===== src/hdl/conv_params_pkg.sv =====
package conv_params_pkg;

    localparam int DATA_WIDTH  = 16;
    localparam int ACC_WIDTH   = 40;
    localparam int MAC_LATENCY = 2;     // Product stage, then sum stage.

    typedef logic signed [DATA_WIDTH-1:0] data_t;
    typedef logic signed [ACC_WIDTH-1:0]  acc_t;

    localparam acc_t data_max = acc_t'(2 ** (DATA_WIDTH - 1) - 1);

    function automatic int out_size(int ifm_size, int kernel_size);
        return ifm_size - kernel_size + 1;
    endfunction

    // Span from the oldest to the newest pixel of one window.
    function automatic int fifo_len(int ifm_size, int kernel_size);
        return (kernel_size - 1) * ifm_size + kernel_size;
    endfunction

    // Index and address width that stays legal for a count of one.
    function automatic int idx_width(int count);
        return (count > 1) ? $clog2(count) : 1;
    endfunction

endpackage


===== src/hdl/window_feeder.sv =====
`timescale 1ns/1ps

module window_feeder
    import conv_params_pkg::*;
#(
    parameter int IFM_SIZE        = 5,
    parameter int KERNEL_SIZE     = 3,
    parameter int NUMBER_OF_UNITS = 2
)(
    input  logic clk,
    input  logic reset,
    input  logic shift_enable,
    input  logic [NUMBER_OF_UNITS*DATA_WIDTH-1:0] ifm_read_data,
    output logic [NUMBER_OF_UNITS*KERNEL_SIZE*KERNEL_SIZE*DATA_WIDTH-1:0] window_data
);

    localparam int FIFO_LEN = fifo_len(IFM_SIZE, KERNEL_SIZE);
    localparam int KK       = KERNEL_SIZE * KERNEL_SIZE;

    for (genvar u = 0; u < NUMBER_OF_UNITS; u++)
    begin : g_unit
        data_t pixel_in;
        data_t line_buf [FIFO_LEN-1];   // The arriving pixel is word 0 of the line.

        assign pixel_in = ifm_read_data[u*DATA_WIDTH +: DATA_WIDTH];

        always_ff @(posedge clk or posedge reset)
        begin
            if (reset)
            begin
                for (int i = 0; i < FIFO_LEN - 1; i++)
                    line_buf[i] <= '0;
            end
            else if (shift_enable)
            begin
                line_buf[0] <= pixel_in;
                for (int i = 1; i < FIFO_LEN - 1; i++)
                    line_buf[i] <= line_buf[i-1];
            end
        end

        // Tap r*K+c sits (K-1-r) rows and (K-1-c) pixels behind the newest one.
        for (genvar r = 0; r < KERNEL_SIZE; r++)
        begin : g_row
            for (genvar c = 0; c < KERNEL_SIZE; c++)
            begin : g_col
                localparam int DIST = (KERNEL_SIZE - 1 - r) * IFM_SIZE + (KERNEL_SIZE - 1 - c);
                localparam int TAP  = u * KK + r * KERNEL_SIZE + c;
                if (DIST == 0)
                begin : g_new
                    assign window_data[TAP*DATA_WIDTH +: DATA_WIDTH] = pixel_in;
                end
                else
                begin : g_old
                    assign window_data[TAP*DATA_WIDTH +: DATA_WIDTH] = line_buf[DIST-1];
                end
            end
        end
    end

endmodule


===== config.mk =====
export PLATFORM = sky130hd
export DESIGN_NAME = window_feeder
export DESIGN_NICKNAME = d
export VERILOG_FILES = /design/src/hdl/conv_params_pkg.sv /design/src/hdl/window_feeder.sv
export SDC_FILE = /design/constraint.sdc
export NUM_CORES = 1
export LEC_CHECK = 0
export BUFFER_PORTS_ARGS = -buffer_cell sky130_fd_sc_hd__buf_4
export CAP_MARGIN = 20
export CORE_MARGIN = 4
export CORE_UTILIZATION = 50
export CTS_CLUSTER_DIAMETER = 150
export CTS_CLUSTER_SIZE = 10
export DETAILED_ROUTE_END_ITERATION = 16
export PLACE_DENSITY = 0.7
export SLEW_MARGIN = 20
export SYNTH_ARGS = -nofsm -noshare
export SYNTH_HDL_FRONTEND = slang
export SYNTH_SLANG_ARGS = --single-unit

===== constraint.sdc =====
create_clock -name clk -period 16.2 [get_ports clk]
set_input_delay 2.43 -clock clk [delete_from_list [all_inputs] [get_ports clk]]
set_output_delay 2.43 -clock clk [all_outputs]
set_load 0.005 [all_outputs]

==> Word level (Yosys, flattened, before mapping) <==
Index checks and enable logic that the tools add are counted.
{ "word_totals": {"ff_bits": 384, "input_bits": 35, "output_inout_bits": 288, "elab_cells": 24} }

==> Logic depth before layout (Yosys ltp) <==
{ "depth": {"word_depth": 0, "ltp_mapped": 4} }

==> Worst setup path before layout <==
Ideal clock, no wire load.
{ "synth_timing": {"kind": "input-to-output", "start": "in ifm_read_data[0]", "end": "out window_data[128]", "t_arrival_ns": 2.541, "slack_ns": 11.229, "cell_stages": 1, "path_buffers": 1, "path_cell_list": "buf_4"} }
{ "synth_lines": {"columns": ["element", "line", "rtl"], "rows": [
  ["start, declared", "window_feeder.sv:13", "input logic [NUMBER_OF_UNITS*DATA_WIDTH-1:0] ifm_read_data,"],
  ["end, declared", "window_feeder.sv:14", "output logic [NUMBER_OF_UNITS*KERNEL_SIZE*KERNEL_SIZE*DATA_WIDTH-1:0] window_data"]
]} }
No word-level cell between the ends.

==> Worst setup path after layout <==
{ "layout_timing": {"start": "in ifm_read_data[0]", "end": "out window_data[128]"} }
No word-level cell between the ends.

==> impl_metrics.ini <==
[outcome]
status = finished clean

[hold_path]
min-delay-start = g_unit[1].line_buf[153]$_DFFE_PP0P_
min_path_cells = 1
min_to = g_unit[1].line_buf[153]$_DFFE_PP0P_
hp-class = reg -> reg

[routing]
vias_per_cell = 4.93
dr.pass1.iters = 4
drc = 0
initialDrtViolationCount = 358
ant_nets = 0
finalWirelength_um = 28300
via_count = 7819
wire_per_inst_um = 17.9

[timing]
tightest_slew_ps = 1030
fin_crit_sh_pct = 31.5
finalCriticalPeriod_ps = 5100
skew_ps = 10.5
hold_ws_ps = 477
hold_viol_final = 0
max_freq_mhz = 196
timing.final.ws_setup_ps = 11100
fin_tns_setup_ps = 0
rsz0062_at_grt = false
max_slew_margin_pct = 31.5
slew_viol_final = 0
setup_viol = 0

[clocking]
clock-sinks = 384
clkLatencyLatePin_ps = 520
post_cts.repair.setup_buffers = 0
clk_pin_slew_ps = 50
cts_buffers = 44
clockBufferDepth = 3
cts_resized = 0
cts_tree = done
cts_root_buf = clkbuf_16
cts_max_level = 2
cts_hold_buf = 0

[placed_design]
routabilityCongestion = 0.749
dp.final_hpwl_um = 18800
port_buffers = 322
dp_slack_ps = 11100
place_inst = 1539

[final_layout]
drive_gt1_share_pct = 64.7
post-route-util_pct = 55.7
diodes = 0
final_cell_count_no_fill = 1585
fillers = 2655
fin_nets = 1178
syn2layout_area_growth_pct = 9.36
multi_input_area_sq_um = 4360
register_area_sq_um = 9610

[worst_setup_path]
r2r_slack_ps = 15370
critPathLaunchType = input port
crit_path_end_kind = primary output
slowest_stage = buf_4
slowest_delay_ps = 130
crit_arrival_ps = 2670
path_class = in -> out
crit_fanout = 2
crit_top_cell = buf_4
crit_family = buffers and inverters
critical_path.cell_chain = buf_4 > buf_4
r2r_start = window_data[49]$_DFFE_PP0P_
r2r_cells = 1
r2r_end = window_data[49]$_DFFE_PP0P_
cp_data_required_time_ps = 13770
crit_buf_inv = 2

[floorplan]
rows = 66
initial_core_util_pct = 50.9
die_x_um = 190
core_sq_um = 32600
ios = 323
dieHeight_um = 190
dieArea_sq_um = 36200

[power_and_ir_drop]
intPower_uw = 2300
pwr-share-comb_pct = 24.8
seqPwrFrac_pct = 48.8
ir_worst_vdd_uv = 73.9
power_frac_clock_pct = 26.4
p_leak_uw = 0.00834
p_sw_share_pct = 26.5
power_density_nw_per_um2 = 172
netSwitchingPower_uw = 830

[global_route]
antenna_found_initial = 0
grt_pass1_wl_um = 46200
grt.total_usage_pct = 15.5
grt-ovfl-total = 0
grt_pass1_vias = 7990
grt_max_degree = 171

[logic_synthesis]
synth_area_leaders = dfrtp_1, mux2_2, buf_4
synth.most_common_cell = dfrtp_1
syn-cell-area_sq_um = 16600
async_flop_share_pct = 100
synth_ff_type = dfrtp_1
synthTopCellsByCount = dfrtp_1, mux2_2, buf_4, buf_6, mux2_1
yosys_warnings = 0
synth-seq-cells = 384
yosys.area.top_type_share_pct = 57.9
synth_cell_types = 8
synth_cells = 1100
synth_edf_count = 0
synth_fp_nets = 1135
post_synth.cell_area_avg_sq_um = 15.1
seq_area_frac_synth_pct = 57.9
synth_top_area_cell = dfrtp_1

[job]
max_cap_viol_count = 0
## logic make-up after synthesis
| kind of cell | count (synthesis) | share of synthesized area, % |
|---|---|---|
| mux | 384 | 26.3 |
| flops | 384 | 57.9 |
| buf+inv | 332 | 15.8 |
## how the worst max path moves through the flow
stage	from	to	slack [ps]	cells past startpoint
after floorplan	reset	g_unit[0].line_buf[128]$_DFFE_PP0P_	3100	1
after global placement	ifm_read_data[19]	window_data[275]	11100	2
after detailed placement	ifm_read_data[0]	window_data[128]	11100	2
after CTS	ifm_read_data[0]	window_data[128]	11100	2
after global routing	ifm_read_data[21]	window_data[277]	11090	2
final	ifm_read_data[0]	window_data[128]	11100	2
## power by group through the flow
stage	Combinational [uW]	Clock (uW)	Sequential, uW
4_1_cts	793	858	1530
2_1_floorplan	690	0	1440
5_1_grt	838	897	1580
6_report	774	826	1530
3_3_place_gp	771	0	1530
3_5_place_dp	790	0	1550
## layout by cell type (no fill, tap or decap)
master	n
buf_6	1
clkinv_4	1
mux2_4	10
buf_8	1
buf_12	1
dfrtp_1	384
mux2_1	20
buf_4	325
clkbuf_16	45
inv_8	1
mux2_2	354
## registers in the layout (all words and copies together) (netlist names)
signal / count
g_unit.line_buf: 128
window_data: 256
## cell type report
| cell class | count | area share [%] |
|---|---|---|
| tap | 442 | 3.05 |
| sequential | 384 | 52.9 |
| timing repair buffer | 328 | 13.7 |
| multi-input combinational | 384 | 24.0 |
| inverter | 1 | 0.0620 |
| clock inverter | 1 | 0.0482 |
| clock buffer | 45 | 6.20 |
## routing by layer
metal	up-vias	wire, um	GRT usage (%)
met5	-	0	0
met4	0	724	4.42
met3	54	1880	3.95
met2	237	12700	22.8
met1	3981	13100	23.2
li1	3547	-	-
## through the flow
stage	power, uW	instance area, sq um
floorplan	2130	16600
global placement	2300	17000
detailed placement	2340	17000
CTS	3180	18200
global route	3320	18200
finish	3130	18200
No activity file was read; power rests on OpenSTA's default activity.
