### src/hdl/conv_params_pkg.sv
package conv_params_pkg;

    localparam int DATA_WIDTH  = 16;
    localparam int ACC_WIDTH   = 40;
    localparam int MAC_LATENCY = 2;     // Product stage, then sum stage.

    typedef logic signed [DATA_WIDTH-1:0] data_t;
    typedef logic signed [ACC_WIDTH-1:0]  acc_t;

    localparam acc_t data_max = acc_t'(2 ** (DATA_WIDTH - 1) - 1);

    function automatic int out_size(int ifm_size, int kernel_size);
        return ifm_size - kernel_size + 1;
    endfunction

    // Span from the oldest to the newest pixel of one window.
    function automatic int fifo_len(int ifm_size, int kernel_size);
        return (kernel_size - 1) * ifm_size + kernel_size;
    endfunction

    // Index and address width that stays legal for a count of one.
    function automatic int idx_width(int count);
        return (count > 1) ? $clog2(count) : 1;
    endfunction

endpackage

### src/hdl/conv_ctrl_pkg.sv
package conv_ctrl_pkg;

    typedef enum logic [1:0] {
        IDLE,
        READ,
        DRAIN,       // Reads done, waiting for the MAC pipeline to empty.
        HOLD         // Map complete, next layer not yet started.
    } layer_state_t;

    typedef enum logic {
        WAIT_FILL,
        WAIT_NEXT
    } handoff_state_t;

endpackage

### src/hdl/conv_control_unit.sv
`timescale 1ns/1ps

module conv_control_unit
    import conv_params_pkg::*;
    import conv_ctrl_pkg::*;
#(
    parameter int IFM_SIZE          = 5,
    parameter int IFM_DEPTH         = 4,
    parameter int KERNEL_SIZE       = 3,
    parameter int NUMBER_OF_FILTERS = 2,
    parameter int NUMBER_OF_UNITS   = 2
)(
    input  logic clk,
    input  logic reset,
    input  logic start_from_previous,
    input  logic end_from_next,
    input  logic fill_tick,
    output logic ready,
    output logic end_to_previous,
    output logic ifm_read_enable,
    output logic [idx_width(IFM_SIZE*IFM_SIZE)-1:0] ifm_read_address,
    output logic shift_enable,
    output logic window_valid,
    output logic [idx_width(NUMBER_OF_FILTERS)-1:0] filter_index,
    output logic [idx_width(IFM_DEPTH/NUMBER_OF_UNITS)-1:0] pass_index,
    output logic first_pass,
    output logic last_pass,
    output logic start_to_next,
    output logic ofm_bank_sel
);

    localparam int PASSES  = IFM_DEPTH / NUMBER_OF_UNITS;
    localparam int PIXELS  = IFM_SIZE * IFM_SIZE;
    localparam int RC_W    = idx_width(IFM_SIZE);
    localparam int DRAIN_W = idx_width(MAC_LATENCY + 2);

    layer_state_t   state, state_next;
    handoff_state_t hand_state;
    logic [RC_W-1:0]    row_cnt, col_cnt;
    logic [DRAIN_W-1:0] drain_cnt;
    logic last_pixel, drain_done, last_filter;

    assign last_pixel      = (ifm_read_address == PIXELS - 1);
    assign drain_done      = (state == DRAIN) && (drain_cnt == MAC_LATENCY + 1);
    assign last_filter     = (filter_index == NUMBER_OF_FILTERS - 1);
    assign first_pass      = (pass_index == 0);
    assign last_pass       = (pass_index == PASSES - 1);
    assign ready           = (state == IDLE);
    assign end_to_previous = (state != READ);
    assign ifm_read_enable = (state == READ);

    // ======================================================================
    // Layer sequencer
    // ======================================================================
    always_ff @(posedge clk or posedge reset)
    begin
        if (reset)
            state <= IDLE;
        else
            state <= state_next;
    end

    always_comb
    begin
        state_next = state;
        case (state)
            IDLE:
                if (start_from_previous)
                    state_next = READ;
            READ:
                if (last_pixel)
                    state_next = DRAIN;
            DRAIN:
                if (drain_done)
                begin
                    if (last_pass && !start_to_next)
                        state_next = HOLD;         // Next layer is still busy.
                    else if (last_pass && last_filter)
                        state_next = IDLE;
                    else
                        state_next = READ;
                end
            HOLD:
                if (start_to_next)
                    state_next = (filter_index == 0) ? IDLE : READ;
            default:
                state_next = IDLE;
        endcase
    end

    always_ff @(posedge clk or posedge reset)
    begin
        if (reset)
        begin
            ifm_read_address <= '0;
            row_cnt          <= '0;
            col_cnt          <= '0;
        end
        else if (ifm_read_enable)
        begin
            ifm_read_address <= last_pixel ? '0 : ifm_read_address + 1'b1;
            if (col_cnt == IFM_SIZE - 1)
            begin
                col_cnt <= '0;
                row_cnt <= (row_cnt == IFM_SIZE - 1) ? '0 : row_cnt + 1'b1;
            end
            else
                col_cnt <= col_cnt + 1'b1;
        end
    end

    // Read data arrives one cycle after its address.
    always_ff @(posedge clk or posedge reset)
    begin
        if (reset)
        begin
            shift_enable <= 1'b0;
            window_valid <= 1'b0;
        end
        else
        begin
            shift_enable <= ifm_read_enable;
            window_valid <= ifm_read_enable && (row_cnt >= KERNEL_SIZE - 1)
                            && (col_cnt >= KERNEL_SIZE - 1);
        end
    end

    always_ff @(posedge clk or posedge reset)
    begin
        if (reset)
            drain_cnt <= '0;
        else if ((state == DRAIN) && !drain_done)
            drain_cnt <= drain_cnt + 1'b1;
        else
            drain_cnt <= '0;
    end

    // Passes and filters advance as the drain ends, after the last write.
    always_ff @(posedge clk or posedge reset)
    begin
        if (reset)
        begin
            pass_index   <= '0;
            filter_index <= '0;
        end
        else if (drain_done)
        begin
            if (last_pass)
            begin
                pass_index   <= '0;
                filter_index <= last_filter ? '0 : filter_index + 1'b1;
            end
            else
                pass_index <= pass_index + 1'b1;
        end
    end

    // ======================================================================
    // Hand-off to the next layer
    // ======================================================================
    always_ff @(posedge clk or posedge reset)
    begin
        if (reset)
            hand_state <= WAIT_FILL;
        else if (hand_state == WAIT_FILL)
        begin
            if (fill_tick && !end_from_next)
                hand_state <= WAIT_NEXT;
        end
        else if (end_from_next)
            hand_state <= WAIT_FILL;
    end

    assign start_to_next = (hand_state == WAIT_FILL) ? (fill_tick && end_from_next)
                                                     : end_from_next;

    always_ff @(posedge clk or posedge reset)
    begin
        if (reset)
            ofm_bank_sel <= 1'b0;
        else if (start_to_next)
            ofm_bank_sel <= ~ofm_bank_sel;
    end

    a_pass_range: assert property (@(posedge clk) disable iff (reset)
        pass_index < PASSES);

    // The last output write lands in the final drain cycle of a last pass.
    a_fill_in_drain: assert property (@(posedge clk) disable iff (reset)
        fill_tick |-> (drain_done && last_pass));

    a_hold_pending: assert property (@(posedge clk) disable iff (reset)
        (state == HOLD) |-> (hand_state == WAIT_NEXT));

endmodule

### config.mk
export PLATFORM = sky130hd
export DESIGN_NAME = conv_control_unit
export DESIGN_NICKNAME = d
export VERILOG_FILES = /design/src/hdl/conv_params_pkg.sv /design/src/hdl/conv_ctrl_pkg.sv /design/src/hdl/conv_control_unit.sv
export SDC_FILE = /design/constraint.sdc
export NUM_CORES = 1
export LEC_CHECK = 0
export BUFFER_PORTS_ARGS = -buffer_cell sky130_fd_sc_hd__buf_2
export CORE_MARGIN = 10
export CORE_UTILIZATION = 58
export DETAILED_ROUTE_END_ITERATION = 7
export PLACE_DENSITY_LB_ADDON = 0.15
export SLEW_MARGIN = 0
export SYNTH_ARGS = -nofsm -noshare
export SYNTH_HDL_FRONTEND = slang
export SYNTH_SLANG_ARGS = --single-unit
### constraint.sdc
create_clock -name clk -period 3.4 [get_ports clk]
set_input_delay 0.68 -clock clk [delete_from_list [all_inputs] [get_ports clk]]
set_output_delay 0.68 -clock clk [all_outputs]
set_load 0.05 [all_outputs]
# After elaboration in Yosys (flattened, before gate mapping)
# Cells that the tools add are included.
# Widths: inputs -> output; s select.
classes:
  addsub: 6
  n_lt_le_gt_ge: 2
  eq_ne: 12
  n_mux: 18
  bitwise: 2
  reduce_logical: 15
op_table:
  columns: ["operator", "count"]
  rows:
  - ["$mux 2", 6]
  - ["$logic_and 1x1->1", 8]
  - ["$mux 1", 8]
  - ["$pmux 2 s4", 1]
  - ["$add 3x1->3 const B", 2]
  - ["$eq 2x2->1 const B", 3]
  - ["$eq 3x3->1 const B", 2]
  - ["$ge 3x2->1 const B", 2]
  - ["$mux 3", 2]
  - ["$ne 2x2->1 const B", 3]
  - ["$add 5x1->5 const B", 1]
  - ["$eq 5x5->1 const B", 1]
  - ["$mux 5", 1]
  - ["$ne 2x1->1 const B", 2]
  - ["$reduce_and 2->1", 2]
  - ["$reduce_and 4->1", 1]
  - ["$logic_not 1->1", 3]
  - ["$add 1x1->1 const B", 2]
  - ["$add 2x1->2 const B", 1]
  - ["$eq 2x1->1 const B", 1]
  - ["$logic_not 2->1", 1]
  - ["$not 1->1", 2]
totals:
  register_bits: 21
  in_bits: 5
  output_inout_bits: 16
  word_cells: 66

# Logic depth before layout (Yosys ltp)
logic_depth:
  ltp_word: 7
  depth_mapped: 7

# Worst setup path after synthesis
# OpenSTA, ideal clock, no wires.
synth_timing:
  kind: "reg-to-output"
  start: "register state[1]"
  end: "output ready"
  t_arrival_ns: 1.196
  t_required_ns: 2.720
  path_slack_ns: 1.524
  path_stages_with_launch: 3
  path_buffers: 1
  path_cell_list: "dfrtp_1 > buf_4 > nor2_1"
synth_via:
  elab_chain_cells: 1
synth_rtl:
  columns: ["element", "line_no", "text"]
  rows:
  - ["start, declared", "conv_control_unit.sv:37", "layer_state_t state, state_next;"]
  - ["start signal, assigned", "conv_control_unit.sv:60", "state <= state_next;"]
  - ["$logic_not 2->1", "conv_control_unit.sv:48", "assign ready = (state == IDLE);"]
  - ["end, declared", "conv_control_unit.sv:18", "output logic ready,"]
# Every way passes these cells.

# Worst setup path in the final report
layout_timing:
  start: "register state[1]"
  end: "output ifm_read_enable"
layout_via:
  elab_chain_cells: 1
layout_rtl:
  columns: ["element", "line_no", "text"]
  rows:
  - ["$eq 2x1->1", "conv_control_unit.sv:50", "assign ifm_read_enable = (state == READ);"]
  - ["end, declared", "conv_control_unit.sv:20", "output logic ifm_read_enable,"]
# Every way passes these cells.

==> summary.md <==
The flow ran to the end, and the final reports show no timing, DRC or antenna violations. The per-cell via count in the routed design was 5.242. Height of the die: 64.77 um. The library cell used most frequently in the layout, excluding fill and tap cells, is dfrtp_1. The logs give 141 for the final-stage net count and 107 for the cell count after synthesis. Counting every net in the synthesized netlist gives 121. During I/O placement, the number of pins put on the boundary was 21. Internal power comes to 0.0005971 W. Setup repair after global routing left no endpoint under its margin. Max-cap violations in this run came to 0. The worst setup path is launched from a flip-flop. The tools report the startpoint of the worst register-to-register path as ifm_read_address[0]$_DFFE_PP0P_. The most critical setup path has its startpoint at state[1]$_DFFE_PP0P_. The run gives 0 as the number of nets with antenna violations after detailed routing. The tools report the count of endpoints failing setup in the final report as 0. Buffers inserted during clock tree synthesis total 3.

After synthesis, the cell types taking the most area are dfrtp_1 45%, ha_1 9.7%, inv_1 3.9%, o21ai_0 3.4%, nand2_1 2.9%. STA classifies the critical path endpoint as a primary output. The peak supply drop came out at 0.0007897 V. The run gives 787 as the number of global-route vias before repair.

TritonCTS built the clock tree. In this run the worst path has a maximum fanout of 14. The cell area after technology mapping came out at 0.001162 mm2. At the end of routability-driven placement, the weighted congestion stood at 0.7037. For the sum of negative setup slack, the log shows 0 ns. The tools report the floorplan core area as 0.001942 mm2. Clock tree synthesis selected as its root buffer the cell clkbuf_4. In this run the most critical hold path is launched from drain_cnt[0]$_DFF_PP0_. The worst register-to-register path ends at ifm_read_address[3]$_DFFE_PP0P_. Once the clock tree was built, the setup fixing pass inserted 0 buffers.

The share of the clock period used by the worst path after layout was 0.6563; the maximum number of pins on one net before global-route repair was 22. The worst path needs 2.231 ns of the cycle, external delays included. The count of final max-slew check failures came out at 0. The net switching share of the total power came out at 0.5182. The worst-case headroom to the max-slew limit is 0.4631, and the quantity of hold-fixing buffers added after cts is 0.

The logs give 153 for the final standard cell count with taps included and fillers excluded and 0 for the hold violation count in the final report. For this design the total switching power over the nets is 0.0006423 W. Summed over all instances, the cell type with the most area after synthesis is dfrtp_1. The sequential share of power was 0.365.

Synthesis instantiated 33 different standard cells from the library. The total wire length was 2155 um; the layout cell share with drive strength beyond 1 was 0.2619. After synthesis, the mean cell area works out to 10.86 um2. The tools report the number of antenna violations at the first check in global routing as 0. Arrival time of the worst setup path: 1.55 ns. The number of stages on the worst hold path was 1; the number of antenna repair diodes was 0. The floorplan has 16 rows.

The number of placed cells counting well taps was 149. The setup clock skew after layout was 0.001442 ns; the delay of the slowest critical-path stage was 0.61 ns. The die covers 0.004195 mm2. The run gives 0.096 as the portion of total power attributed to the clock network. For the required arrival time at the worst endpoint, the log shows 2.72 ns. The standard cell with the maximum stage delay on the critical path was dfrtp_1.

The H-tree depth is 1. The core occupancy in the finished layout is 0.6559, and the cell count along the critical path is 3. Input and output buffers added on the ports amount to 20.

The power per cell area was 973.0 mW/mm2; the number of gates given a new drive strength after cts was 0. The first global-routing pass estimated 3829 um of wire. The overall overflow remaining after global route was 0. By startpoint and endpoint, the worst setup path is classified as flip-flop to primary output.

The aggregate global-route resource usage is 0.1134, and the post-layout total power is 0.001239 W. The worst setup slack after layout is 1.169 ns. The analysis attributes to cell leakage a power of 0.6500 nW. In this run, synthesis produced a sequential element count of 21. The combinational group share of total power came out at 0.539. The library cells used most frequently in the layout, excluding fill and tap cells, are 21 x dfrtp_1, 20 x buf_2, 12 x inv_1, 9 x nand2_1, 9 x ha_1.

In the final routed layout, each cell accounts on average for 14.08 um. The tools report the DRC violation count after routing as 0. Traced cell by cell, the critical path runs through nand2b_4, clkinv_4, buf_2. The worst slack at placement was 1.376 ns. The logs give 0 for the number of warnings issued by yosys and 0.30 ns for the clock latency on the worst-skew pair.

In this run the register-to-register setup slack is 1.95 ns. The sequential fraction of the synthesis area came out at 0.4521. For the pin with the worst max-slew slack, the measured transition is 0.8045 ns.

Sink count of the clock tree: 21. Broken down by cell family, the worst path's largest delay share belongs to flip-flops. The tools report the number of vias in the routed layout as 802. Measured along the x axis, the die boundary spans 64.77 um.

The clock transition time at the flip-flop clock pins of the worst setup and hold paths came out at 0.11 ns. Worst path buffer plus inverter count: 2. The worst min-delay path category was flip-flop to flip-flop. Relative to the synthesized area, the layout overhead comes to 9.580%. The tools report the DRC marker count from the first detailed-route iteration as 11. Worst hold endpoint: drain_cnt[0]$_DFF_PP0_.

Final HPWL from detailed placement: 1641 um. The starting density of the core was 0.5986; the area fraction of the dominant cell type after synthesis was 0.4521. Counting cells, the worst reg-to-reg path comes to 5. Number of buffers between clock root and the deepest sink: 2. The logs give 4 for the first-pass iteration count of the detailed router and 0.4482 GHz for the timing-limited maximum frequency.
worst reg2reg max path, cell delays in order (launching register included):
cell and delay, ns:
dfrtp_1 0.45, inv_1 0.08, ha_1 0.25, nand4b_1 0.24, a21oi_1 0.24, o22ai_2 0.09
flip-flops by register name, summed over array words and instances (netlist names):
signal and count:
ifm_read_address 5, state 2, col_cnt 3, ofm_bank_sel 1, window_valid 1, shift_enable 1, drain_cnt 2, filter_index 1
hand_state 1, last_pass 1, row_cnt 3
synth_stat cells:
| cell type | number |
|---|---|
| mux2_2 | 2 |
| nor2_1 | 5 |
| o211ai_4 | 1 |
| nand4b_1 | 3 |
| nand2_1 | 9 |
| and4bb_2 | 1 |
| mux2i_1 | 2 |
| o21ai_1 | 1 |
| dfrtp_1 | 21 |
| o22ai_2 | 1 |
| o2bb2ai_1 | 2 |
| ha_1 | 9 |
| nand2b_4 | 1 |
| and4b_1 | 1 |
| inv_1 | 12 |
| a21oi_1 | 2 |
| nor3_1 | 3 |
| or2_1 | 1 |
| buf_6 | 3 |
| o21ai_0 | 8 |
| o21ai_2 | 2 |
| a21o_1 | 1 |
| o211ai_1 | 2 |
| nand3b_4 | 1 |
| a22o_1 | 1 |
| a211oi_1 | 1 |
| clkinv_4 | 1 |
| nor4b_1 | 1 |
| buf_4 | 2 |
| o221ai_1 | 1 |
| nand4_1 | 1 |
| xnor2_1 | 3 |
| nand3_1 | 2 |
through the flow:
stage,hold slack (ns),area [um2]
global route,0.4739,1274
floorplan,0.4157,1162
CTS,0.4570,1274
detailed placement,0.4404,1247
finish,0.4521,1274
global placement,0.4354,1247
logic make-up (layout without fill, tap and decap cells):
logic type | after synthesis | in the layout | share of synthesized area
AOI/OAI and AO/OA | 23 | 23 | 0.1475
adders and majority gates | 9 | 9 | 0.09688
buffers and inverters | 18 | 37 | 0.08826
xor gates and xnor gates | 3 | 3 | 0.02261
muxes | 4 | 4 | 0.03660
DFF | 21 | 21 | 0.4521
and+or+nand+nor | 29 | 29 | 0.1561
worst max path at each step:
stage / to
floorplan: ready
global placement: start_to_next
detailed placement: start_to_next
CTS: ifm_read_enable
global route: ifm_read_enable
finish: ifm_read_enable
power groups by stage:
| stage | Sequential [W] | Clock (W) | Combinational, W |
|---|---|---|---|
| 6_report | 0.000452 | 0.000119 | 0.000668 |
| 5_1_grt | 0.000470 | 0.000137 | 0.000737 |
| 4_1_cts | 0.000453 | 0.000123 | 0.000676 |
| 3_5_place_dp | 0.000459 | 0 | 0.000671 |
| 3_3_place_gp | 0.000455 | 0 | 0.000654 |
| 2_1_floorplan | 0.000585 | 0 | 0.000429 |
cell type report:
class | count | area, um2
multi-input combinational | 68 | 534.3
sequential | 21 | 525.5
fill | 174 | 668.1
timing repair buffer | 20 | 100.1
tap | 27 | 33.78
inverter | 13 | 53.80
clock buffer | 4 | 26.28
metal layers:
layer,wire (um),track usage
met1,1005,0.1424
met2,1032,0.1798
met3,86,0.03436
met4,30,0.04011
met5,0,0
No activity file was read; power rests on OpenSTA's default activity.
