==> src/hdl/conv_params_pkg.sv <==
package conv_params_pkg;

    localparam int DATA_WIDTH  = 16;
    localparam int ACC_WIDTH   = 40;
    localparam int MAC_LATENCY = 2;     // Product stage, then sum stage.

    typedef logic signed [DATA_WIDTH-1:0] data_t;
    typedef logic signed [ACC_WIDTH-1:0]  acc_t;

    localparam acc_t data_max = acc_t'(2 ** (DATA_WIDTH - 1) - 1);

    function automatic int out_size(int ifm_size, int kernel_size);
        return ifm_size - kernel_size + 1;
    endfunction

    // Span from the oldest to the newest pixel of one window.
    function automatic int fifo_len(int ifm_size, int kernel_size);
        return (kernel_size - 1) * ifm_size + kernel_size;
    endfunction

    // Index and address width that stays legal for a count of one.
    function automatic int idx_width(int count);
        return (count > 1) ? $clog2(count) : 1;
    endfunction

endpackage

==> src/hdl/psum_accumulator.sv <==
`timescale 1ns/1ps

module psum_accumulator
    import conv_params_pkg::*;
#(
    parameter int IFM_SIZE          = 5,
    parameter int KERNEL_SIZE       = 3,
    parameter int NUMBER_OF_UNITS   = 2,
    parameter int NUMBER_OF_FILTERS = 2
)(
    input  logic clk,
    input  logic reset,
    input  logic unit_valid,
    input  logic [NUMBER_OF_UNITS*ACC_WIDTH-1:0] unit_sum,
    input  data_t bias,
    input  logic first_pass,
    input  logic last_pass,
    input  logic [idx_width(NUMBER_OF_FILTERS)-1:0] filter_index,
    output logic ofm_write_enable,
    output logic [idx_width(out_size(IFM_SIZE, KERNEL_SIZE)
                            * out_size(IFM_SIZE, KERNEL_SIZE))-1:0] ofm_write_address,
    output data_t ofm_write_data,
    output logic [idx_width(NUMBER_OF_FILTERS)-1:0] ofm_filter,
    output logic fill_tick
);

    localparam int OUT_PIXELS = out_size(IFM_SIZE, KERNEL_SIZE) * out_size(IFM_SIZE, KERNEL_SIZE);

    acc_t psum_buf [OUT_PIXELS];
    logic [idx_width(OUT_PIXELS)-1:0] psum_idx;
    acc_t unit_total, new_sum;

    function automatic data_t relu_sat(acc_t value);
        if (value < 0)
            return '0;
        if (value > data_max)
            return data_t'(data_max);
        return value[DATA_WIDTH-1:0];
    endfunction

    always_comb
    begin
        unit_total = '0;
        for (int u = 0; u < NUMBER_OF_UNITS; u++)
            unit_total = unit_total + acc_t'(unit_sum[u*ACC_WIDTH +: ACC_WIDTH]);
        new_sum = first_pass ? unit_total + acc_t'(bias) : psum_buf[psum_idx] + unit_total;
    end

    always_ff @(posedge clk)
    begin
        if (unit_valid && !last_pass)
            psum_buf[psum_idx] <= new_sum;
        if (unit_valid)
        begin
            ofm_write_address <= psum_idx;
            ofm_write_data    <= relu_sat(new_sum);
            ofm_filter        <= filter_index;
        end
    end

    // One index step per window; the index wraps at the end of every pass.
    always_ff @(posedge clk or posedge reset)
    begin
        if (reset)
        begin
            psum_idx         <= '0;
            ofm_write_enable <= 1'b0;
            fill_tick        <= 1'b0;
        end
        else
        begin
            ofm_write_enable <= unit_valid && last_pass;
            fill_tick        <= unit_valid && last_pass && (psum_idx == OUT_PIXELS - 1);
            if (unit_valid)
                psum_idx <= (psum_idx == OUT_PIXELS - 1) ? '0 : psum_idx + 1'b1;
        end
    end

endmodule

==> config.mk <==
export PLATFORM = sky130hd
export DESIGN_NAME = psum_accumulator
export DESIGN_NICKNAME = d
export VERILOG_FILES = /design/src/hdl/conv_params_pkg.sv /design/src/hdl/psum_accumulator.sv
export SDC_FILE = /design/constraint.sdc
export NUM_CORES = 1
export LEC_CHECK = 0
export BUFFER_PORTS_ARGS = -buffer_cell sky130_fd_sc_hd__buf_4
export CAP_MARGIN = 20
export CORE_ASPECT_RATIO = 0.75
export CORE_UTILIZATION = 38
export DETAILED_ROUTE_END_ITERATION = 12
export PLACE_DENSITY = 0.57
export SKIP_CTS_REPAIR_TIMING = 1
export SLEW_MARGIN = 30
export SYNTH_ARGS = -nofsm -noshare
export SYNTH_HDL_FRONTEND = slang
export SYNTH_SLANG_ARGS = --single-unit
==> constraint.sdc <==
create_clock -name clk -period 8.4 [get_ports clk]
set_input_delay 0.84 -clock clk [delete_from_list [all_inputs] [get_ports clk]]
set_output_delay 0.84 -clock clk [all_outputs]
set_load 0.1 [all_outputs]
# After elaboration in Yosys (flattened, before gate mapping)
# Memory sizes are Yosys's and may differ from the RTL's.
# Cells that the tools add are included.
[op_classes]
n_addsub = 4
n_lt_le_gt_ge = 2
n_eq_ne = 1
muxes = 13
reduce_logical = 4
[ops]
columns = ["cell", "count"]
rows = [
  ["adder 40 bit", 2],
  ["two-way mux 16 bit", 4],
  ["adder 40 x 16 -> 40 bit", 1],
  ["greater-than comparator 40 x 16 -> 1 bit (second input constant)", 1],
  ["less-than comparator 40 x 1 -> 1 bit (second input constant)", 1],
  ["two-way mux 40 bit", 1],
  ["two-way mux 1 bit", 7],
  ["adder 4 x 1 -> 4 bit (second input constant)", 1],
  ["== test 4 bit (second input constant)", 1],
  ["two-way mux 4 bit", 1],
  ["logical AND 1 bit", 3],
  ["zero test 1 bit", 1],
]
[totals]
regBits = 27
ramBits = 360
in_bits = 102
output_inout_bits = 23
elab_cells = 31
n_memories = 1
[mem_list]
columns = ["name", "words", "width", "rd", "rd_clocked_by_memory_dff", "write_ports", "line_no", "rtl"]
rows = [
  ["psum_buf", 9, 40, 1, 0, 1, "psum_accumulator.sv:29", "acc_t psum_buf [OUT_PIXELS];"],
]

# Longest topological paths before layout
# Gate-level depths: netlist of the first run.
[depth]
depth_word = 10
depth_mapped = 26
ltp_nobuf = 24

# Worst setup path before layout of the first run
# No wires, ideal clock.
[synth_timing]
path_type = "input -> register"
startpoint = "input unit_sum[0]"
endpoint = "register ofm_write_data[10], data pin"
setup_time_ps = 273
t_arrival_ps = 6270
required_time_ps = 8127
slack_ps = 1857
path_stages = 25
path_buffers = 2
path_cell_list = "ha_1 > inv_1 > fa_1 > nor2b_1 > o31a_1 > o221ai_1 > a21oi_1 > a21oi_1 > o21ai_0 > a221o_1 > a21o_1 > a21oi_1 > xnor2_1 > ha_1 > clkbuf_1 > and2_4 > a221o_1 > a211o_1 > a221oi_2 > xnor2_1 > or4_1 > or4_4 > buf_6 > nor4_2 > nor2_1"
[synth_via]
elab_chain_cells = 9
elab_cells_between_ends = 14
cone_classes = "3 x add/sub; 2 x order compare; 9 x mux"
[synth_rtl]
columns = ["item", "line_no", "rtl"]
rows = [
  ["from (decl)", "psum_accumulator.sv:14", "input logic [NUMBER_OF_UNITS*ACC_WIDTH-1:0] unit_sum,"],
  ["adder 40 bit *", "psum_accumulator.sv:45", "unit_total = unit_total + acc_t'(unit_sum[u*ACC_WIDTH +: ACC_WIDTH]);"],
  ["adder 40 bit or adder 40 x 16 -> 40 bit (tied branches)", "psum_accumulator.sv:46", "new_sum = first_pass ? unit_total + acc_t'(bias) : psum_buf[psum_idx] + unit_total;"],
  ["two-way mux 40 bit *", "psum_accumulator.sv:46", ""],
  ["via new_sum[27]", "psum_accumulator.sv:31", "acc_t unit_total, new_sum;"],
  ["greater-than comparator 40 x 16 -> 1 bit", "psum_accumulator.sv:36", "if (value > data_max)"],
  ["two-way mux 1 bit (2 in a row)", "psum_accumulator.sv:36", ""],
  ["two-way mux 1 bit", "psum_accumulator.sv:53", "if (unit_valid)"],
  ["two-way mux 16 bit", "psum_accumulator.sv:38", "return value[DATA_WIDTH-1:0];"],
  ["two-way mux 16 bit *", "psum_accumulator.sv:36", ""],
  ["to (signal assigned)", "psum_accumulator.sv:56", "ofm_write_data <= relu_sat(new_sum);"],
  ["to (decl)", "psum_accumulator.sv:22", "output data_t ofm_write_data,"],
]
# Mark *: on every way through the listed nets, which the timed path passes. The rest lies on a longest branch. The select of a mux whose other input is x is not followed.
# A chain may end at the register's enable or synchronous reset.

# Final worst setup path of the first run
[layout_timing]
startpoint = "input unit_sum[0]"
endpoint = "register ofm_write_data[1], data pin"
# The elaborated chain is that of the path after synthesis.

==> results.txt, run 1 <==
The run finished with clean final reports. The arrival time reported for the critical path endpoint came out at between 7 and 8 ns. In the final layout, the share of cells above drive strength 1 is 0.199. The number of maximum-capacitance violations is 0. Of the synthesized area, sequential elements account for 0.585. The average instance area after synthesis came out at about 14 µm².

The instance count of the mapped netlist came out at between 1k and 1.5k. The tightest min-delay check is of the input pin to asynchronous set/reset pin type. The part of the total power dissipated in sequential elements came out at 0.376. The worst-case vdd ir drop is between 0.00015 and 0.0002 V. Once layout is done, the placed cells without fillers occupy approximately 23000 µm².

0 antenna diodes ended up in the layout. The via count of the first global-routing pass came to 12.6k. The number of cells on the worst reg-to-reg path is 18. The number of detailed-route iterations in the first pass is 5. Hold is met by ~0.22 ns. The wire length after detailed routing came out at ~53000 µm. For this design the total switching power over the nets is 3.32 mW. The number of synthesized flops with an enable pin came out at 381. At the pin with the least slew margin, the transition time is around 0.96 ns. The data required time at the worst endpoint came out at between 8 and 9 ns. The commonest register cell after synthesis is edfxtp_1. The count of input and output buffers came out at about 120. Yosys printed 0 warnings. The internal power component came out at between 4 and 5 mW. The leakage power of the design is between 7 and 8 nW. The endpoint identified for the worst register-to-register timing path is ofm_write_data[1]. The synthesized net count is 1641.

The setup path with the least slack is of type input pin to flop. The CTS clock-pin slew for the worst setup and hold paths is approximately 0.060 ns. The clock latency at the later pin of the worst-skew pair is approximately 0.54 ns. Among all stages on the critical path, the largest delay is contributed by or4bb_1. The total clock buffers created by CTS came out at 38. The routability congestion estimate from global placement came out at between 0.8 and 0.9.

The area fraction of the dominant cell type after synthesis is 0.577. The portion of the clock cycle consumed by the worst path in the final layout came out at 0.879. The via density per instance is around 5.7. For this run, the top clock speed supported by timing is 0.135 GHz. The die footprint is approximately 53000 µm². After synthesis the cells add up to about 20000 µm².

The core outline area came out at about 52000 µm². The largest area contributor in the synthesized netlist is edfxtp_1. The DRC violations left came out at 0.

After detailed placement, the total cell area comes to 21500 µm². The area growth from synthesis to layout is 14.5%. The total global routing track utilization came out at 0.197. By instance count, the leading cell after synthesis is edfxtp_1. The total grt overflow is 0. The clock tree from TritonCTS is built. Between clock sinks in the finished design, the worst skew comes to between 0.015 and 0.02 ns.

Of the total power, the share spent switching nets is 0.399. The register bit total from synthesis came out at between 300 and 400. The remaining antenna violation count after routing came out at 0. Entering global routing, the biggest net connects 53 pins. The count of cell types in the netlist is 79. The number of levels in the clock H-tree is 2. In the post-synthesis netlist, the biggest area contributors are edfxtp_1 (58%), mux4_2 (9.1%), ha_1 (5.2%). The non-filler instance count after layout is about 2.3k. The final setup slack of the worst path came out at just over 1 ns.

The time the final worst path needs with I/O delays and setup came out at 7.38 ns. Detailed placement finished with a half-perimeter wire length of 33900 µm. Setup repair after global routing left no endpoint under its margin. The starting utilization of the core area came out at 0.385. The proportion of register bits with asynchronous set or reset after synthesis came out at 0.0155.

The wire length of the first global-routing pass came out at 78100 µm. The critical path launch point is unit_sum[0]. The worst max-slew margin expressed relative to the limit came out at 0.356. The total count of hold-check failures in the final report is 0. The power per cell area is around 370 nW/µm².

Once placement completed, the tool counted placed cells totaling between 2k and 2.5k. The share of power burned in the clock network is 0.185. Traced cell by cell, the critical path runs through buf_4 -> ha_1 -> inv_1 -> fa_1 -> nor2b_1 -> o31a_1 -> o221ai_1 -> a2111oi_0 -> nor3_1 -> buf_4 -> a21oi_1 -> o311ai_0 -> a21boi_0 -> ha_1 -> a21o_1 -> a2111oi_0 -> and3_1 -> o211ai_1 -> and4b_1 -> or3_1 -> or4bb_1 -> nor3_2 -> a21oi_1. The final route contains approximately 13k vias. The clock sink count is 387. The worst slack at placement is ~0.54 ns.

The initial antenna violation count is 0. The clock root buffer master is clkbuf_16. The startpoint of the lowest-slack register-to-register path is psum_idx[0].

The number of fill cells in the layout came out at roughly 4.7k. The worst-case register-to-register setup slack came out at approximately 1.8 ns. The x dimension of the die came out at approximately 270 µm. Power comes to 8.31 mW. The largest fanout of any net on the critical path is 12. The number of violations reported at the end of detailed-routing iteration 0 is roughly 1.1k. The final-report max-slew violation count came out at 0. The most critical setup path has its endpoint at ofm_write_data[1]. The detail-routed net length per standard cell is between 20 and 25 µm. The net count of the finished layout is 1757. On the worst path, the slowest cell contributes a delay of just under 0.9 ns.

The worst setup path is launched from an input pin. The maximum root-to-sink buffer count came out at 3. The setup-violating endpoint count in the final report came out at 0. The number of top-level pins is between 100 and 150. Measured on the finished design, the core utilization comes to 0.440. The number of placement rows came out at 72. Measured along the y axis, the die boundary spans 200 µm. Counting instances in the post-synthesis netlist gives the leading cell types as edfxtp_1 (381), a21oi_1 (115), nor2_1 (101). Adding up every negative setup slack in the final design gives 0 ns. STA classifies the critical path endpoint as a flop. The share of total power dissipated in combinational logic is 0.439.
-- worst min path at each step --
stage	startpoint	endpoint	slack, ns
6_report	reset	ofm_write_enable	0.22
5_1_grt	reset	ofm_write_enable	0.22
4_1_cts	reset	ofm_write_enable	0.20
3_5_place_dp	reset	ofm_write_enable	0.77
3_3_place_gp	reset	ofm_write_enable	0.77
2_1_floorplan	psum_idx[2]	ofm_write_address[2]	0.42
-- power by group through the flow --
stage | clock network [mW] | logic (mW) | registers [mW]
final | 1.54 | 3.65 | 3.13
after global placement | 0 | 3.50 | 3.20
after CTS | 1.56 | 3.59 | 3.16
after detailed placement | 0 | 3.58 | 3.20
after floorplan | 0 | 2.29 | 3.37
after global routing | 1.63 | 3.96 | 3.15
-- area by class of cell --
type | count | area [µm²] | area share
sequential | 387 | 11600 | 0.511
multi-input combinational | 958 | 7880 | 0.347
clock inverter | 15 | 86.3 | 0.00381
timing repair buffer | 140 | 1080 | 0.0477
tap | 703 | 880 | 0.0388
inverter | 46 | 173 | 0.00761
clock buffer | 47 | 985 | 0.0434
-- sequential cells by signal (all words and copies together), names as in the netlist --
name / count
ofm_write_address: 4
ofm_write_data: 16
fill_tick: 1
ofm_filter: 1
ofm_write_enable: 1
psum_idx: 4
psum_buf: 360
-- layer usage --
layer	wire length (µm)	track usage	vias to the layer above
li1	-	-	5953
met4	1000	0.0424	0
met3	2710	0.0265	73
met2	24600	0.321	354
met1	24200	0.283	6605
met5	0	0	-
-- worst max-delay path, delay by kind of cell --
kind / cells / cell delay, ns
and+or+nand+nor: 7 / 2.55
AOI/OAI and AO/OA: 10 / 2.93
buffers and inverters: 3 / 0.31
adders and majority gates: 3 / 1.00
-- layout by cell type, fill, tap and decap left out, types with 28 or more instances in the layout --
cell type  count
edfxtp_1     381
buf_4        137
a21oi_1      115
nor2_1       101
nand2_1       84
ha_1          82
mux4_2        80
o21ai_0       76
inv_1         46
mux2i_1       42
clkbuf_16     38
xnor2_1       35
a21o_1        28
-- cells by family after synthesis --
logic type | after synthesis | synth area share
compound gates | 357 | 0.115
xor+xnor | 52 | 0.0237
mux | 122 | 0.112
flops | 387 | 0.585
simple gates | 342 | 0.0889
other cells | 1 | 0.000189
fa+ha+maj | 84 | 0.0538
buf+inv | 110 | 0.0217
(Power assumes the default switching activity.)
==> run 2, diff against run 1 <==
Settings changed: CORE_UTILIZATION 38 to 30, PLACE_DENSITY 0.57 to 0.48.
==> run 2 against run 1 <==
  * Utilization is 8.6 points lower
  * Global-route usage is 3.0 points lower
  * Final cell count is 8.0% higher
  * Sequential cell count stayed put
  * Die area is 26% higher
  * Sequential power is 2% higher
  * Combinational power is 2% higher
  * Fmax is 3.5% lower
  * Clock power is 11% higher
==> results.txt, run 2 (synthesis gave the netlist of run 1 again) <==
The total count of hold-check failures in the final report is 0 (unchanged). The met3 wire length is 2630 µm (-3.0%). The worst-case vdd ir drop came out at 0.000204 V (+32%). The via count is 13.0k (-0.19%). The transition at the pin with the smallest max-transition slack is 0.961 ns (-0.00215 ns). The count of input and output buffers came out at 124 (unchanged). The post-DP HPWL came out at 37100 µm (+9.7%).

The worst-case register-to-register setup slack came out at 1.62 ns (-0.22 ns). The flip-flop count of the largest register after layout is 360 (unchanged). The storage element area came out at 11600 µm² (unchanged). The number of detailed-route iterations in the first pass came out at 5 (unchanged).

The register with the most flip-flops in the final layout is psum_buf. The total clock buffers created by CTS was 42 (+11%). The detailed-routing wirelength on met1 came out at 27300 µm (+13%). The setup-violating endpoint count in the final report came out at 0 (unchanged). The total global routing track utilization came to 0.168 (-0.0296). The number of maximum-capacitance violations was 0 (unchanged).

The top achievable clock speed was 0.131 GHz (-3.5%). The run finished with clean final reports. The wire length of the first global-routing pass was 84400 µm (+8.0%). The worst setup path is launched from an input pin. The starting utilization of the core area was 0.304 (-0.0810). The layout cell share with drive strength beyond 1 is 0.202 (+0.00262). The final worst clock skew came out at 0.0253 ns (+0.00689 ns).

The via density per instance came out at 5.23 (-7.6%). The largest fanout of any net on the critical path came out at 12 (unchanged). The maximum root-to-sink buffer count is 3 (unchanged).

The total length of routed met2 wires is 25900 µm (+5.1%). The total grt overflow is 0 (unchanged). The portion of the clock cycle consumed by the worst path in the final layout is 0.911 (+0.0322). The remaining antenna violation count after routing is 0 (unchanged). The detail-routed net length per standard cell was 22.9 µm (about the same). Leaving out fill and tap cells, the most frequent cells in the layout are edfxtp_1 (381), buf_4 (139), a21oi_1 (115). The time the final worst path needs with I/O delays and setup came to 7.65 ns (+0.271 ns). The arrival time reported for the critical path endpoint came out at 7.95 ns (+0.31 ns). The number of levels in the clock H-tree is 2 (unchanged). The CTS clock-pin slew for the worst setup and hold paths was 0.06 ns (about the same). The non-filler instance count after layout is 2479 (+8.0%).

The data required time at the worst endpoint came out at 8.69 ns (+0.03 ns). The number of placement rows came out at 81 (+13%). TritonCTS built the clock tree.

Setup repair after global routing left no endpoint under its margin. The tree is rooted in a clkbuf_16. The power per cell area is 372 nW/µm² (+1.5%).

The via count of the first global-routing pass came out at 12.8k (+1.6%). The uppermost layer routed is met4. The final setup slack of the worst path came out at 0.748 ns (-0.271 ns).

The largest registers in the layout are psum_buf (360), ofm_write_data (16). The DRC violations left came out at 0 (unchanged). The worst max-slew margin expressed relative to the limit is 0.358 (+0.00206). The initial antenna violation count came out at 1 (+1).

The library cell used most frequently in the layout, excluding fill and tap cells, is edfxtp_1. The leakage power of the design is 8.11 nW (+1.4%). STA classifies the critical path endpoint as a flop. The largest net degree at the start of global routing came to 57 (+7.5%). The x dimension of the die is 299 µm (+12%). The clock sink count came out at 387 (unchanged). The worst hold path belongs to the class input pin to asynchronous set/reset pin. The final-layout setup total negative slack came out at 0 ns (unchanged). The footprint of the multi-input gates is 7900 µm² (+0.21%).

The number of top-level pins is 125 (unchanged). The clock latency at the later pin of the worst-skew pair came to 0.56 ns (+0.02 ns). The area growth from synthesis to layout is 16.6%.

The final-report max-slew violation count came out at 0 (unchanged). The count of nets after finishing came out at 1763 (+0.34%). The core outline area came out at 65300 µm² (+27%). The worst slack at placement is 0.161 ns (-0.374 ns). The critical path is of the input pin to flop type. The number of violations reported at the end of detailed-routing iteration 0 is 1046 (-8.5%). The die footprint came out at 67100 µm² (+26%). The routability congestion estimate from global placement was 0.857 (-4.7%). The number of instances in the placed design was 2404 (+7.7%).

The number of fill cells in the layout is 6398 (+35%). The wire length after detailed routing came out at 56700 µm (+7.9%). The die height is 225 µm (+12%).
## run 2: cell count changes in the layout (fill, tap and decap cells not counted), sizes merged
cell / delta
buf: +3
clkinv: +2
clkbuf: +6
diode: +1
bufinv: +1
inv: +2
## run 2: layout make-up
cell class,instances,area share
Sequential cell,387,0.502
Clock inverter,20,0.00574
Multi-Input combinational cell,958,0.342
Timing Repair Buffer,142,0.0477
Inverter,46,0.00747
Antenna cell,1,0.000108
Tap cell,871,0.0471
Clock buffer,54,0.0483
## run 2: per-stage QoR
step           total power [mW]  area [µm²]  hold WS [ns]  utilization
3_3_place_gp               6.84       21800         0.815        0.334
4_1_cts                    8.64       23100         0.212        0.354
2_1_floorplan              5.66       19800         0.423            -
3_5_place_dp               6.91       21800         0.811        0.335
6_report                   8.60       23100         0.226        0.354
5_1_grt                    9.08       23100         0.241        0.354
## run 2: critical path, stage by stage
cell       delay [ns]
buf_4            0.08
ha_1             0.16
inv_1            0.05
fa_1             0.39
nor2b_1          0.17
o31a_1           0.28
o221ai_1         0.27
a2111oi_0        0.80
nor3_1           0.17
buf_4            0.20
a21oi_1          0.27
o311ai_0         0.25
a21boi_0         0.22
ha_1             0.45
a21o_1           0.21
a2111oi_0        0.60
and3_1           0.25
o211ai_1         0.18
and4b_1          0.23
or3_1            0.49
or4bb_1          0.89
nor3_2           0.35
a21oi_1          0.12
## run 2: worst paths after layout
| kind | startpoint | end | cells after the start |
|---|---|---|---|
| worst max-delay path | unit_sum[0] | ofm_write_data[1] | 23 |
| worst min-delay path | reset | fill_tick | 2 |
| worst max register to register | psum_idx[0] | ofm_write_data[1] | 16 |
| worst min register to register | psum_idx[2] | psum_idx[2] | 2 |
| max in group asynchronous | reset | psum_idx[0] | 2 |
| min in group clk | filter_index | ofm_filter | 1 |
## run 2: power by group
group	switching [mW]	total (mW)	internal [mW]
registers	0.203	3.18	2.98
clock network	0.743	1.71	0.970
logic	2.48	3.71	1.23
## run 2: routing by layer
| layer | vias up | track usage |
|---|---|---|
| li1 | 5982 | - |
| met1 | 6594 | 0.252 |
| met2 | 324 | 0.260 |
| met3 | 60 | 0.0224 |
| met4 | 0 | 0.0301 |
| met5 | - | 0 |
